## src/spmm_pkg.sv

```systemverilog
// Widths, controller state codes, load word union, entry and result structs
package spmm_pkg;

  // ====================================================================
  // Operand and datapath widths
  // ====================================================================
  // Feature and weight values
  localparam int DATA_W       = 8;
  // 16 input features
  localparam int COL_IDX_W    = 4;
  localparam int NUM_FEAT_IN  = 16;
  // Weight columns, one processing element each
  localparam int NUM_FEAT_OUT = 4;
  localparam int W_COL_W      = 2;
  // Row length runs 0 to 16 so one extra bit
  localparam int ROW_LEN_W    = 5;
  // 16 products of 16 bits fit in 20 bits signed
  localparam int RES_W        = 20;
  localparam int LOAD_W       = 16;

  // Pad widths of the two load views
  localparam int FEAT_PAD_W   = LOAD_W - COL_IDX_W - DATA_W;
  localparam int WGT_PAD_W    = LOAD_W - COL_IDX_W - W_COL_W - DATA_W;

  // ====================================================================
  // Controller states
  // ====================================================================
  localparam int              STATE_W   = 2;
  localparam logic [STATE_W-1:0] ST_IDLE   = 2'd0;
  localparam logic [STATE_W-1:0] ST_STREAM = 2'd1;
  localparam logic [STATE_W-1:0] ST_DRAIN  = 2'd2;
  localparam logic [STATE_W-1:0] ST_DONE   = 2'd3;

  // ====================================================================
  // Load word, decoded as feature entry or as weight
  // ====================================================================
  // Feature entry view
  typedef struct packed {
    logic [FEAT_PAD_W-1:0] pad;
    logic [COL_IDX_W-1:0]  col;
    logic [DATA_W-1:0]     val;
  } spmm_feat_view_t;

  // Weight view, row is the input feature index
  typedef struct packed {
    logic [COL_IDX_W-1:0]  row;
    logic [W_COL_W-1:0]    col;
    logic [WGT_PAD_W-1:0]  pad;
    logic [DATA_W-1:0]     val;
  } spmm_wgt_view_t;

  typedef union packed {
    spmm_feat_view_t feat;
    spmm_wgt_view_t  wgt;
  } spmm_load_u;

  // ====================================================================
  // Datapath bundles
  // ====================================================================
  // One non-zero entry of the sparse row
  typedef struct packed {
    logic [COL_IDX_W-1:0] col;
    logic [DATA_W-1:0]    val;
  } spmm_entry_t;

  // Four dot products, column 0 in the low field
  typedef struct packed {
    logic signed [RES_W-1:0] res3;
    logic signed [RES_W-1:0] res2;
    logic signed [RES_W-1:0] res1;
    logic signed [RES_W-1:0] res0;
  } spmm_result_t;

endpackage

```

## src/sp_pe.sv

```systemverilog
// Sparse processing element, signed multiply-accumulate against one weight column
`timescale 1ns/1ps

module sp_pe import spmm_pkg::*; (
  input  logic                     clk,
  input  logic                     rst_n,
  input  logic                     vld_i,
  input  logic                     first_i,
  input  logic                     clr_i,
  input  logic signed [DATA_W-1:0] val_i,
  input  logic signed [DATA_W-1:0] wgt_i,
  output logic signed [RES_W-1:0]  res_o
);

  logic signed [2*DATA_W-1:0] prod;
  logic signed [RES_W-1:0]    prod_ext;
  logic signed [RES_W-1:0]    acc_q;

  // ====================================================================
  // Multiply
  // ====================================================================
  assign prod     = val_i * wgt_i;
  assign prod_ext = {{(RES_W - 2*DATA_W){prod[2*DATA_W-1]}}, prod};

  // ====================================================================
  // Accumulate
  // ====================================================================
  always_ff @(posedge clk or negedge rst_n) begin
    if (!rst_n) begin
      acc_q <= '0;
    end else if (clr_i) begin
      acc_q <= '0;
    end else if (vld_i) begin
      // First entry of a row overwrites the previous result
      if (first_i) begin
        acc_q <= prod_ext;
      end else begin
        acc_q <= acc_q + prod_ext;
      end
    end
  end

  // Result held until the next row starts
  assign res_o = acc_q;

endmodule

```

## src/spmm_ctrl.sv

```systemverilog
// Row sequencing FSM with load gating and aligned element strobes
`timescale 1ns/1ps

module spmm_ctrl import spmm_pkg::*; (
  input  logic                 clk,
  input  logic                 rst_n,
  // Host side
  input  logic                 start_i,
  input  logic [ROW_LEN_W-1:0] row_len_i,
  input  logic                 load_we_i,
  output logic                 store_we_o,
  // Counter side
  output logic                 cnt_clr_o,
  output logic                 cnt_en_o,
  input  logic                 cnt_last_i,
  input  logic                 cnt_first_i,
  // Processing elements
  output logic                 pe_vld_o,
  output logic                 pe_first_o,
  output logic                 pe_clr_o,
  // Status
  output logic                 busy_o,
  output logic                 done_o
);

  logic [STATE_W-1:0] state_q;
  logic [STATE_W-1:0] state_d;
  logic               start_ok;
  logic               pe_vld_q;
  logic               pe_first_q;
  logic               pe_clr_q;

  // Start only counts when idle
  assign start_ok = (state_q == ST_IDLE) && start_i;

  // ====================================================================
  // State machine
  // ====================================================================
  always_comb begin
    state_d = state_q;
    case (state_q)
      ST_IDLE: begin
        if (start_i) begin
          // Empty row skips streaming
          state_d = (row_len_i == '0) ? ST_DRAIN : ST_STREAM;
        end
      end
      ST_STREAM: begin
        if (cnt_last_i) begin
          state_d = ST_DRAIN;
        end
      end
      ST_DRAIN: state_d = ST_DONE;
      ST_DONE:  state_d = ST_IDLE;
      default:  state_d = ST_IDLE;
    endcase
  end

  always_ff @(posedge clk or negedge rst_n) begin
    if (!rst_n) begin
      state_q <= ST_IDLE;
    end else begin
      state_q <= state_d;
    end
  end

  // ====================================================================
  // Element strobes, one cycle behind the issued index
  // ====================================================================
  always_ff @(posedge clk or negedge rst_n) begin
    if (!rst_n) begin
      pe_vld_q   <= 1'b0;
      pe_first_q <= 1'b0;
      pe_clr_q   <= 1'b0;
    end else begin
      pe_vld_q   <= (state_q == ST_STREAM);
      pe_first_q <= (state_q == ST_STREAM) && cnt_first_i;
      pe_clr_q   <= start_ok && (row_len_i == '0);
    end
  end

  assign pe_vld_o   = pe_vld_q;
  assign pe_first_o = pe_first_q;
  assign pe_clr_o   = pe_clr_q;

  // Counter control
  assign cnt_clr_o  = start_ok;
  assign cnt_en_o   = (state_q == ST_STREAM);

  // Loads dropped while a row is running
  assign store_we_o = load_we_i && (state_q == ST_IDLE);

  assign busy_o     = (state_q != ST_IDLE);
  assign done_o     = (state_q == ST_DONE);

endmodule

```

## src/spmm_nnz_counter.sv

```systemverilog
// Shared non-zero entry index counter with first and last flags
`timescale 1ns/1ps

module spmm_nnz_counter import spmm_pkg::*; (
  input  logic                 clk,
  input  logic                 rst_n,
  input  logic                 clr_i,
  input  logic                 en_i,
  input  logic [ROW_LEN_W-1:0] len_i,
  output logic [COL_IDX_W-1:0] idx_o,
  output logic                 first_o,
  output logic                 last_o
);

  logic [COL_IDX_W-1:0] idx_q;
  logic [ROW_LEN_W-1:0] len_q;

  // Row length held for the whole row
  always_ff @(posedge clk or negedge rst_n) begin
    if (!rst_n) begin
      idx_q <= '0;
      len_q <= '0;
    end else if (clr_i) begin
      idx_q <= '0;
      len_q <= len_i;
    end else if (en_i) begin
      idx_q <= idx_q + 1'b1;
    end
  end

  assign idx_o   = idx_q;
  assign first_o = (idx_q == '0);

  // Zero length never matches, the controller skips streaming then
  assign last_o  = ({1'b0, idx_q} == (len_q - 1'b1));

endmodule

```

## src/spmm_operand_store.sv

```systemverilog
// Feature entry list and weight matrix registers with load port and entry read port
`timescale 1ns/1ps

module spmm_operand_store import spmm_pkg::*; (
  input  logic                                 clk,
  input  logic                                 rst_n,
  // Load port
  input  logic                                 we_i,
  input  logic                                 sel_i,
  input  logic [COL_IDX_W-1:0]                 addr_i,
  input  spmm_load_u                           data_i,
  // Read port
  input  logic [COL_IDX_W-1:0]                 rd_idx_i,
  output spmm_entry_t                          entry_o,
  output logic [NUM_FEAT_OUT-1:0][DATA_W-1:0]  wgt_o
);

  // ====================================================================
  // Storage
  // ====================================================================
  spmm_entry_t              feat_q [NUM_FEAT_IN];
  logic [NUM_FEAT_OUT-1:0][DATA_W-1:0] wgt_q [NUM_FEAT_IN];
  spmm_entry_t              entry_q;

  // ====================================================================
  // Load decode
  // ====================================================================
  always_ff @(posedge clk or negedge rst_n) begin
    if (!rst_n) begin
      for (int i = 0; i < NUM_FEAT_IN; i++) begin
        feat_q[i] <= '0;
        wgt_q[i]  <= '0;
      end
    end else if (we_i) begin
      if (!sel_i) begin
        // Feature view, slot chosen by addr_i
        feat_q[addr_i].col <= data_i.feat.col;
        feat_q[addr_i].val <= data_i.feat.val;
      end else begin
        // Weight view carries its own row and column
        wgt_q[data_i.wgt.row][data_i.wgt.col] <= data_i.wgt.val;
      end
    end
  end

  // ====================================================================
  // Entry read
  // ====================================================================
  // Entry registered one cycle after the index is issued
  always_ff @(posedge clk or negedge rst_n) begin
    if (!rst_n) begin
      entry_q <= '0;
    end else begin
      entry_q <= feat_q[rd_idx_i];
    end
  end

  assign entry_o = entry_q;

  // Whole weight row at the entry's column, one value per element
  always_comb begin
    for (int j = 0; j < NUM_FEAT_OUT; j++) begin
      wgt_o[j] = wgt_q[entry_q.col][j];
    end
  end

endmodule

```

## src/spmm_top.sv

```systemverilog
// Sparse-times-dense engine top: operand store, counter, controller, four elements
`timescale 1ns/1ps

module spmm_top import spmm_pkg::*; (
  input  logic                 clk,
  input  logic                 rst_n,
  // Load port
  input  logic                 load_we_i,
  input  logic                 load_sel_i,
  input  logic [COL_IDX_W-1:0] load_addr_i,
  input  spmm_load_u           load_data_i,
  // Row start
  input  logic                 start_i,
  input  logic [ROW_LEN_W-1:0] row_len_i,
  // Status and results
  output logic                 busy_o,
  output logic                 done_o,
  output spmm_result_t         result_o
);

  logic                                 store_we;
  logic                                 cnt_clr;
  logic                                 cnt_en;
  logic [COL_IDX_W-1:0]                 cnt_idx;
  logic                                 cnt_first;
  logic                                 cnt_last;
  logic                                 pe_vld;
  logic                                 pe_first;
  logic                                 pe_clr;
  spmm_entry_t                          entry;
  logic [NUM_FEAT_OUT-1:0][DATA_W-1:0]  wgt;
  logic [NUM_FEAT_OUT-1:0][RES_W-1:0]   pe_res;

  // ====================================================================
  // Operands and sequencing
  // ====================================================================
  spmm_operand_store u_store (
    .clk      (clk),
    .rst_n    (rst_n),
    .we_i     (store_we),
    .sel_i    (load_sel_i),
    .addr_i   (load_addr_i),
    .data_i   (load_data_i),
    .rd_idx_i (cnt_idx),
    .entry_o  (entry),
    .wgt_o    (wgt)
  );

  spmm_nnz_counter u_cnt (
    .clk     (clk),
    .rst_n   (rst_n),
    .clr_i   (cnt_clr),
    .en_i    (cnt_en),
    .len_i   (row_len_i),
    .idx_o   (cnt_idx),
    .first_o (cnt_first),
    .last_o  (cnt_last)
  );

  spmm_ctrl u_ctrl (
    .clk         (clk),
    .rst_n       (rst_n),
    .start_i     (start_i),
    .row_len_i   (row_len_i),
    .load_we_i   (load_we_i),
    .store_we_o  (store_we),
    .cnt_clr_o   (cnt_clr),
    .cnt_en_o    (cnt_en),
    .cnt_last_i  (cnt_last),
    .cnt_first_i (cnt_first),
    .pe_vld_o    (pe_vld),
    .pe_first_o  (pe_first),
    .pe_clr_o    (pe_clr),
    .busy_o      (busy_o),
    .done_o      (done_o)
  );

  // ====================================================================
  // One element per weight column
  // ====================================================================
  for (genvar g = 0; g < NUM_FEAT_OUT; g++) begin : g_pe
    sp_pe u_pe (
      .clk     (clk),
      .rst_n   (rst_n),
      .vld_i   (pe_vld),
      .first_i (pe_first),
      .clr_i   (pe_clr),
      .val_i   (entry.val),
      .wgt_i   (wgt[g]),
      .res_o   (pe_res[g])
    );
  end

  // Element 0 lands in the low field
  assign result_o = spmm_result_t'(pe_res);

endmodule

```

## config.mk

```make
export PLATFORM = sky130hd
export DESIGN_NAME = spmm_top
export DESIGN_NICKNAME = d
export VERILOG_FILES = /design/src/spmm_pkg.sv /design/src/sp_pe.sv /design/src/spmm_ctrl.sv /design/src/spmm_nnz_counter.sv /design/src/spmm_operand_store.sv /design/src/spmm_top.sv
export SDC_FILE = /design/constraint.sdc
export NUM_CORES = 2
export LEC_CHECK = 0
export BUFFER_PORTS_ARGS = -buffer_cell sky130_fd_sc_hd__buf_2
export CAP_MARGIN = 20
export CORE_AREA = 5 5 305 307
export DETAILED_ROUTE_END_ITERATION = 8
export DIE_AREA = 0 0 310 312
export PLACE_DENSITY = 0.77
export SLEW_MARGIN = 5
export SYNTH_ARGS = -nofsm -noshare
export SYNTH_HDL_FRONTEND = slang
export SYNTH_HIERARCHICAL = 1
export SYNTH_SLANG_ARGS = --single-unit
```

## constraint.sdc

```tcl
create_clock -name clk -period 6.6 [get_ports clk]
set_input_delay 1.32 -clock clk [delete_from_list [all_inputs] [get_ports clk]]
set_output_delay 1.32 -clock clk [all_outputs]
set_load 0.005 [all_outputs]
```

==> Word level (Yosys, flattened, before mapping) <==
Cells that the tools add are included.
{ "totals": {"in_bits": 30, "output_inout_bits": 82, "elab_cells": 188, "register_bits": 810} }
{ "op_classes": {"muxes": 35, "magnitude_cmp": 8, "n_eq_ne": 6, "reduce_logical": 16, "n_addsub": 6, "n_mul": 4, "bitwise": 5} }
{ "ops": {"columns": ["cell", "count"], "rows": [
  ["$bwmux 512", 1],
  ["$bwmux 192", 2],
  ["$mux 20", 12],
  ["$bmux 32 s4", 1],
  ["$demux 32 s4", 1],
  ["$demux 12 s4", 2],
  ["$mux 32", 3],
  ["$add 20x16->20", 4],
  ["$mul 8x8->16", 4],
  ["$bmux 12 s4", 1],
  ["$mux 12", 3],
  ["$ge 5x5->1 const B", 4],
  ["$not 4->5", 4],
  ["$demux 8 s2", 1],
  ["$mux 8", 2],
  ["$lt 5x1->1 const B", 2],
  ["$mux 4", 2],
  ["$pmux 2 s4", 1],
  ["$logic_and 1x1->1", 7],
  ["$mux 2", 3],
  ["$reduce_and 2->1", 3],
  ["$reduce_bool 2->1", 3],
  ["$eq 4x5->1", 1],
  ["$logic_not 5->1", 1],
  ["11 further kinds", 12]
]} }

==> Longest topological paths before layout <==
{ "logic_depth": {"word_depth": 9, "depth_mapped": 30, "ltp_nobuf": 28} }

==> By module <==
The synthesis kept the hierarchy.
{ "modules_own_cells": {"columns": ["mod", "area_each_um2", "seq_area_each_um2", "cells_each", "instances"], "rows": [
  ["spmm_operand_store", 33240.6, 17917.2, 2016, 1],
  ["sp_pe at g_pe[0].u_pe", 4479.3, 500.5, 530, 1],
  ["sp_pe at g_pe[2].u_pe", 4455.5, 500.5, 517, 1],
  ["sp_pe at g_pe[3].u_pe", 4394.2, 500.5, 509, 1],
  ["sp_pe at g_pe[1].u_pe", 4347.9, 500.5, 508, 1],
  ["spmm_nnz_counter", 511.7, 225.2, 50, 1],
  ["spmm_ctrl", 319.1, 125.1, 28, 1]
]} }

==> Worst setup path after synthesis <==
OpenSTA, ideal clock, no wires.
{ "synth_timing": {"path_kind": "register to register", "from": "register u_store.entry_q, in the netlist u_store/entry_o[8]", "to": "register g_pe[0].u_pe.acc_q[19]", "arrival_time_ns": 7.158, "slack_ns": -0.636, "n_path_buf": 2, "required_ns": 6.522, "setup_time_ns": 0.078, "period_less_slack_ns": 7.236, "stages_incl_launch_ff": 30, "path_cell_list": "dfrtp_1 > clkbuf_1 > buf_2 > mux4_2 > a22oi_1 > nand2_1 > and2_1 > fa_1 > inv_1 > fa_1 > inv_1 > fa_1 > inv_1 > fa_1 > inv_1 > ha_1 > and3_1 > a21oi_1 > o21ai_1 > o41ai_2 > xnor2_1 > ha_1 > a21oi_1 > o21bai_1 > a21o_1 > a21oi_1 > o21ai_1 > mux2i_1 > o32a_1 > a21oi_1"} }
{ "synth_rtl": {"columns": ["element", "line", "rtl"], "rows": [
  ["start: declaration", "spmm_operand_store.sv:23", "spmm_entry_t entry_q;"],
  ["start signal: assignment", "spmm_operand_store.sv:54", "entry_q <= feat_q[rd_idx_i];"],
  ["end signal: assignment", "sp_pe.sv:36", "acc_q <= prod_ext;"],
  ["end signal: assignment", "sp_pe.sv:38", "acc_q <= acc_q + prod_ext;"],
  ["end: declaration", "sp_pe.sv:17", "logic signed [RES_W-1:0] acc_q;"]
]} }

==> impl_metrics.yaml <==
run_status:
  status: "finished with violations"
  failed_checks: "setup timing"
synth:
  synth_top_cell_by_area: "dfrtp_1"
  syn_area_per_cell_sq_um: 12.4
  synth_area_leaders: "dfrtp_1, mux2_2, fa_1"
  synthTopCellsByCount: "dfrtp_1, mux2_2, inv_1, fa_1, ha_1"
  yosys.cell_types.count: 105
  synth_top_flop_cell: "dfrtp_1"
  synth.most_common_cell: "dfrtp_1"
  yosysWarnings: 6
  syn-num-nets: 4617
  async_reset_ff_share_pct: 100
  synth_seq_cells: 810
  postSynthCellCount: 4158
  syn_area_sq_mm: 0.0517
  synth_top_area_share_pct: 39.2
  yosysSeqAreaShare_pct: 39.2
  synth_edf_count: 0
floorplan:
  coreArea_sq_mm: 0.0897
  die_y_um: 312
  initial_core_util_pct: 57.7
  ios: 112
  die_area_sq_mm: 0.0967
  die_x_um: 310
  row_count: 110
power:
  ir_worst_vdd_mv: 0.208
  power_density_mw_per_mm2: 330
  clockPowerShare_pct: 24.6
  p_switching_mw: 7.42
  p_total_mw: 20.9
  p_comb_share_pct: 43.4
  power_leakage_nw: 30.7
  swShare_pct: 35.6
  seq_power_share_pct: 32.0
  p_int_mw: 13.4
routing:
  viasPerCell: 6.03
  drt_iter0_drc: 2798
  ant_nets: 0
  wire_per_inst_um: 22.9
  vias: 35799
  routed_wl_um: 136000
  first_pass_iters: 6
  drc: 0
setup_path:
  cpMaxStageDelayCell: "dfrtp_4"
  cp.arrival_ns: 7.85
  crit_required_ns: 7.10
  crit_path_frequent_cell: "fa_1"
  worst-setup-path-type: "reg -> reg"
  cpPeakStageDelay_ns: 0.54
  end_kind: "flip-flop"
  critPathLaunchType: "flip-flop"
  crit_fanout: 7
global_route:
  grt_max_degree: 176
  grt_pass1_vias: 37540
  busiest_layer: "met2"
  grt_use_met1_pct: 35.6
  antenna_found_initial: 5
  grt_pass1_wl_um: 206000
  grt_use_met3_pct: 3.53
  gr-total-overflow: 0
  use_met2_pct: 44.9
  grt.total_usage_pct: 26.3
placed_design:
  gp_congestion: 0.850
  post_dp_cell_area_sq_mm: 0.0564
  dp_hpwl_um: 81000
  port_buffers: 111
  place_inst: 5641
sta:
  skew_ns: 0.0587
  rsz0062_at_grt: "yes"
  hold_viol_final: 0
  setup_viol: 39
  tns_ns: -16.37
  slew_headroom_pct: 25.9
  fmax_mhz: 136
  max_slew.worst_pin.slew_ns: 1.11
  fin_crit_sh_pct: 111
  period_needed_ns: 7.34
  slew_viol_final: 0
  finalWorstSetupSlack_ns: -0.741
job:
  maxCapViolCount: 0
cts:
  cts_buffers: 87
  clk_pin_slew_ns: 0.06
  root_buffer: "clkbuf_16"
  clock_latency_ns: 0.68
  cts_num_sinks: 810
  cts_tree: "built"
  h-tree-depth: 3
  clock_path_buffers: 3
finish:
  stdcell_count: 5934
  drive_above_1_share_pct: 45.3
  fin_nets: 5148
  area_growth_pct: 22.3
  fillers: 5684
  final_area_sq_mm: 0.0633
min_path:
  holdCritPathClass: "reg -> reg"
-- final cells by class --
type	instances	area (sq um)	area share [%]
multi-input cells	2746	31500	49.8
flip-flops and latches	810	20300	32.1
repair buffers	650	5480	8.65
clock buffers	120	2480	3.92
inverters	394	1480	2.34
well taps	1176	1470	2.33
clock inverters	37	539	0.852
diodes	1	2.50	0.00395
-- path summary, 6_finish.rpt --
check	from	slack [ns]	cells after the start	to
hold / removal	u_store/wgt_q[286]	0.48	1	u_store/wgt_q[286]
min in group asynchronous	rst_n	0.68	1	g_pe[2].u_pe/res_o[18]
max in group asynchronous	rst_n	4.38	2	u_store/wgt_q[181]
setup reg to reg	u_store/entry_o[8]	-0.74	31	g_pe[1].u_pe/res_o[19]
hold reg to reg	u_store/wgt_q[286]	0.48	1	u_store/wgt_q[286]
setup / recovery	u_store/entry_o[8]	-0.74	31	g_pe[1].u_pe/res_o[19]
-- timing repair --
| item | CTS | global route |
|---|---|---|
| cloned | 5 | 1 |
| hold buffers | 0 | 0 |
| buffers inserted | 68 | 67 |
| endpoints found under the setup margin | 38 | 46 |
| pin swaps | 131 | 231 |
| gates resized for setup | 288 | 281 |
-- cells in the final DEF, fill, tap and decap left out, types with 18 or more instances in the layout --
cell / instances
dfrtp_1: 803
mux2_2: 506
buf_4: 428
inv_1: 345
fa_1: 214
mux4_2: 176
and2_1: 163
nand2_1: 163
ha_1: 144
mux2_4: 129
nor2_1: 115
buf_2: 110
clkbuf_16: 88
mux2_1: 77
xnor2_1: 66
buf_6: 66
a22oi_2: 58
a21oi_1: 55
nand2_2: 55
ha_4: 49
inv_2: 46
nor2b_1: 41
a22oi_1: 33
a21o_1: 31
buf_12: 31
a21oi_2: 30
o21ai_0: 29
xor2_1: 28
mux2i_1: 27
nor2_4: 27
and2_4: 26
o21ai_1: 25
nor3_1: 24
nand2b_1: 22
xnor2_2: 22
nand3_1: 22
a211oi_1: 22
clkbuf_8: 18
a211oi_2: 18
o21ai_2: 18
-- routing by layer --
metal / part of all wire, % / vias up
met5: 0 / -
met2: 50 / 1259
met3: 5.2 / 382
met4: 3.7 / 0
met1: 41 / 18543
li1: - / 15615
-- sequential cells by signal (all words and copies together) (netlist names) --
signal,count
u_store/feat_q,192
g_pe.u_pe/res_o,80
u_ctrl/state_q,2
u_ctrl/pe_vld_o,1
u_cnt/idx_o,4
u_ctrl/pe_clr_o,1
u_cnt/len_q,5
u_ctrl/pe_first_o,1
u_store/wgt_q,512
u_store/entry_o,12
-- worst max-delay path: cells and delay by family (launching register included) --
family | cells | cell delay [ns]
buffers and inverters | 9 | 0.93
AND/OR/NAND/NOR | 4 | 0.62
multiplexers | 1 | 0.47
flip-flops | 1 | 0.54
AO/OA/AOI/OAI | 10 | 1.74
adder cells (fa/ha/maj) | 6 | 2.62
XOR/XNOR | 1 | 0.27
-- cells by family (layout without fill, tap and decap cells) --
family                   Yosys count  count (layout)  synth area share (%)
multiplexers                     915             915                  24.6
AND/OR/NAND/NOR                  817             817                  9.45
flip-flops                       810             810                  39.2
buffers and inverters            602            1201                  4.68
AO/OA/AOI/OAI                    464             464                  6.40
adder cells (fa/ha/maj)          429             429                  13.6
XOR/XNOR                         121             121                  2.06
other                              0               1                     0
-- stage by stage --
| step | setup slack [ns] | utilization, % | hold slack (ns) |
|---|---|---|---|
| after floorplan | -0.0468 | - | 0.453 |
| after global placement | -0.534 | 62.8 | 0.462 |
| after detailed placement | -0.607 | 62.9 | 0.471 |
| after CTS | -0.517 | 68.4 | 0.484 |
| after global routing | -0.995 | 70.5 | 0.503 |
| final | -0.741 | 70.5 | 0.478 |
-- power groups by stage --
stage	clock network (mW)	logic (mW)	registers [mW]
2_1_floorplan	0	4.84	6.37
3_3_place_gp	0	6.98	6.63
3_5_place_dp	0	7.17	6.68
4_1_cts	5.20	7.92	6.62
5_1_grt	5.40	9.75	6.77
6_report	5.13	9.05	6.68
Power figures use the tool's default switching activity.
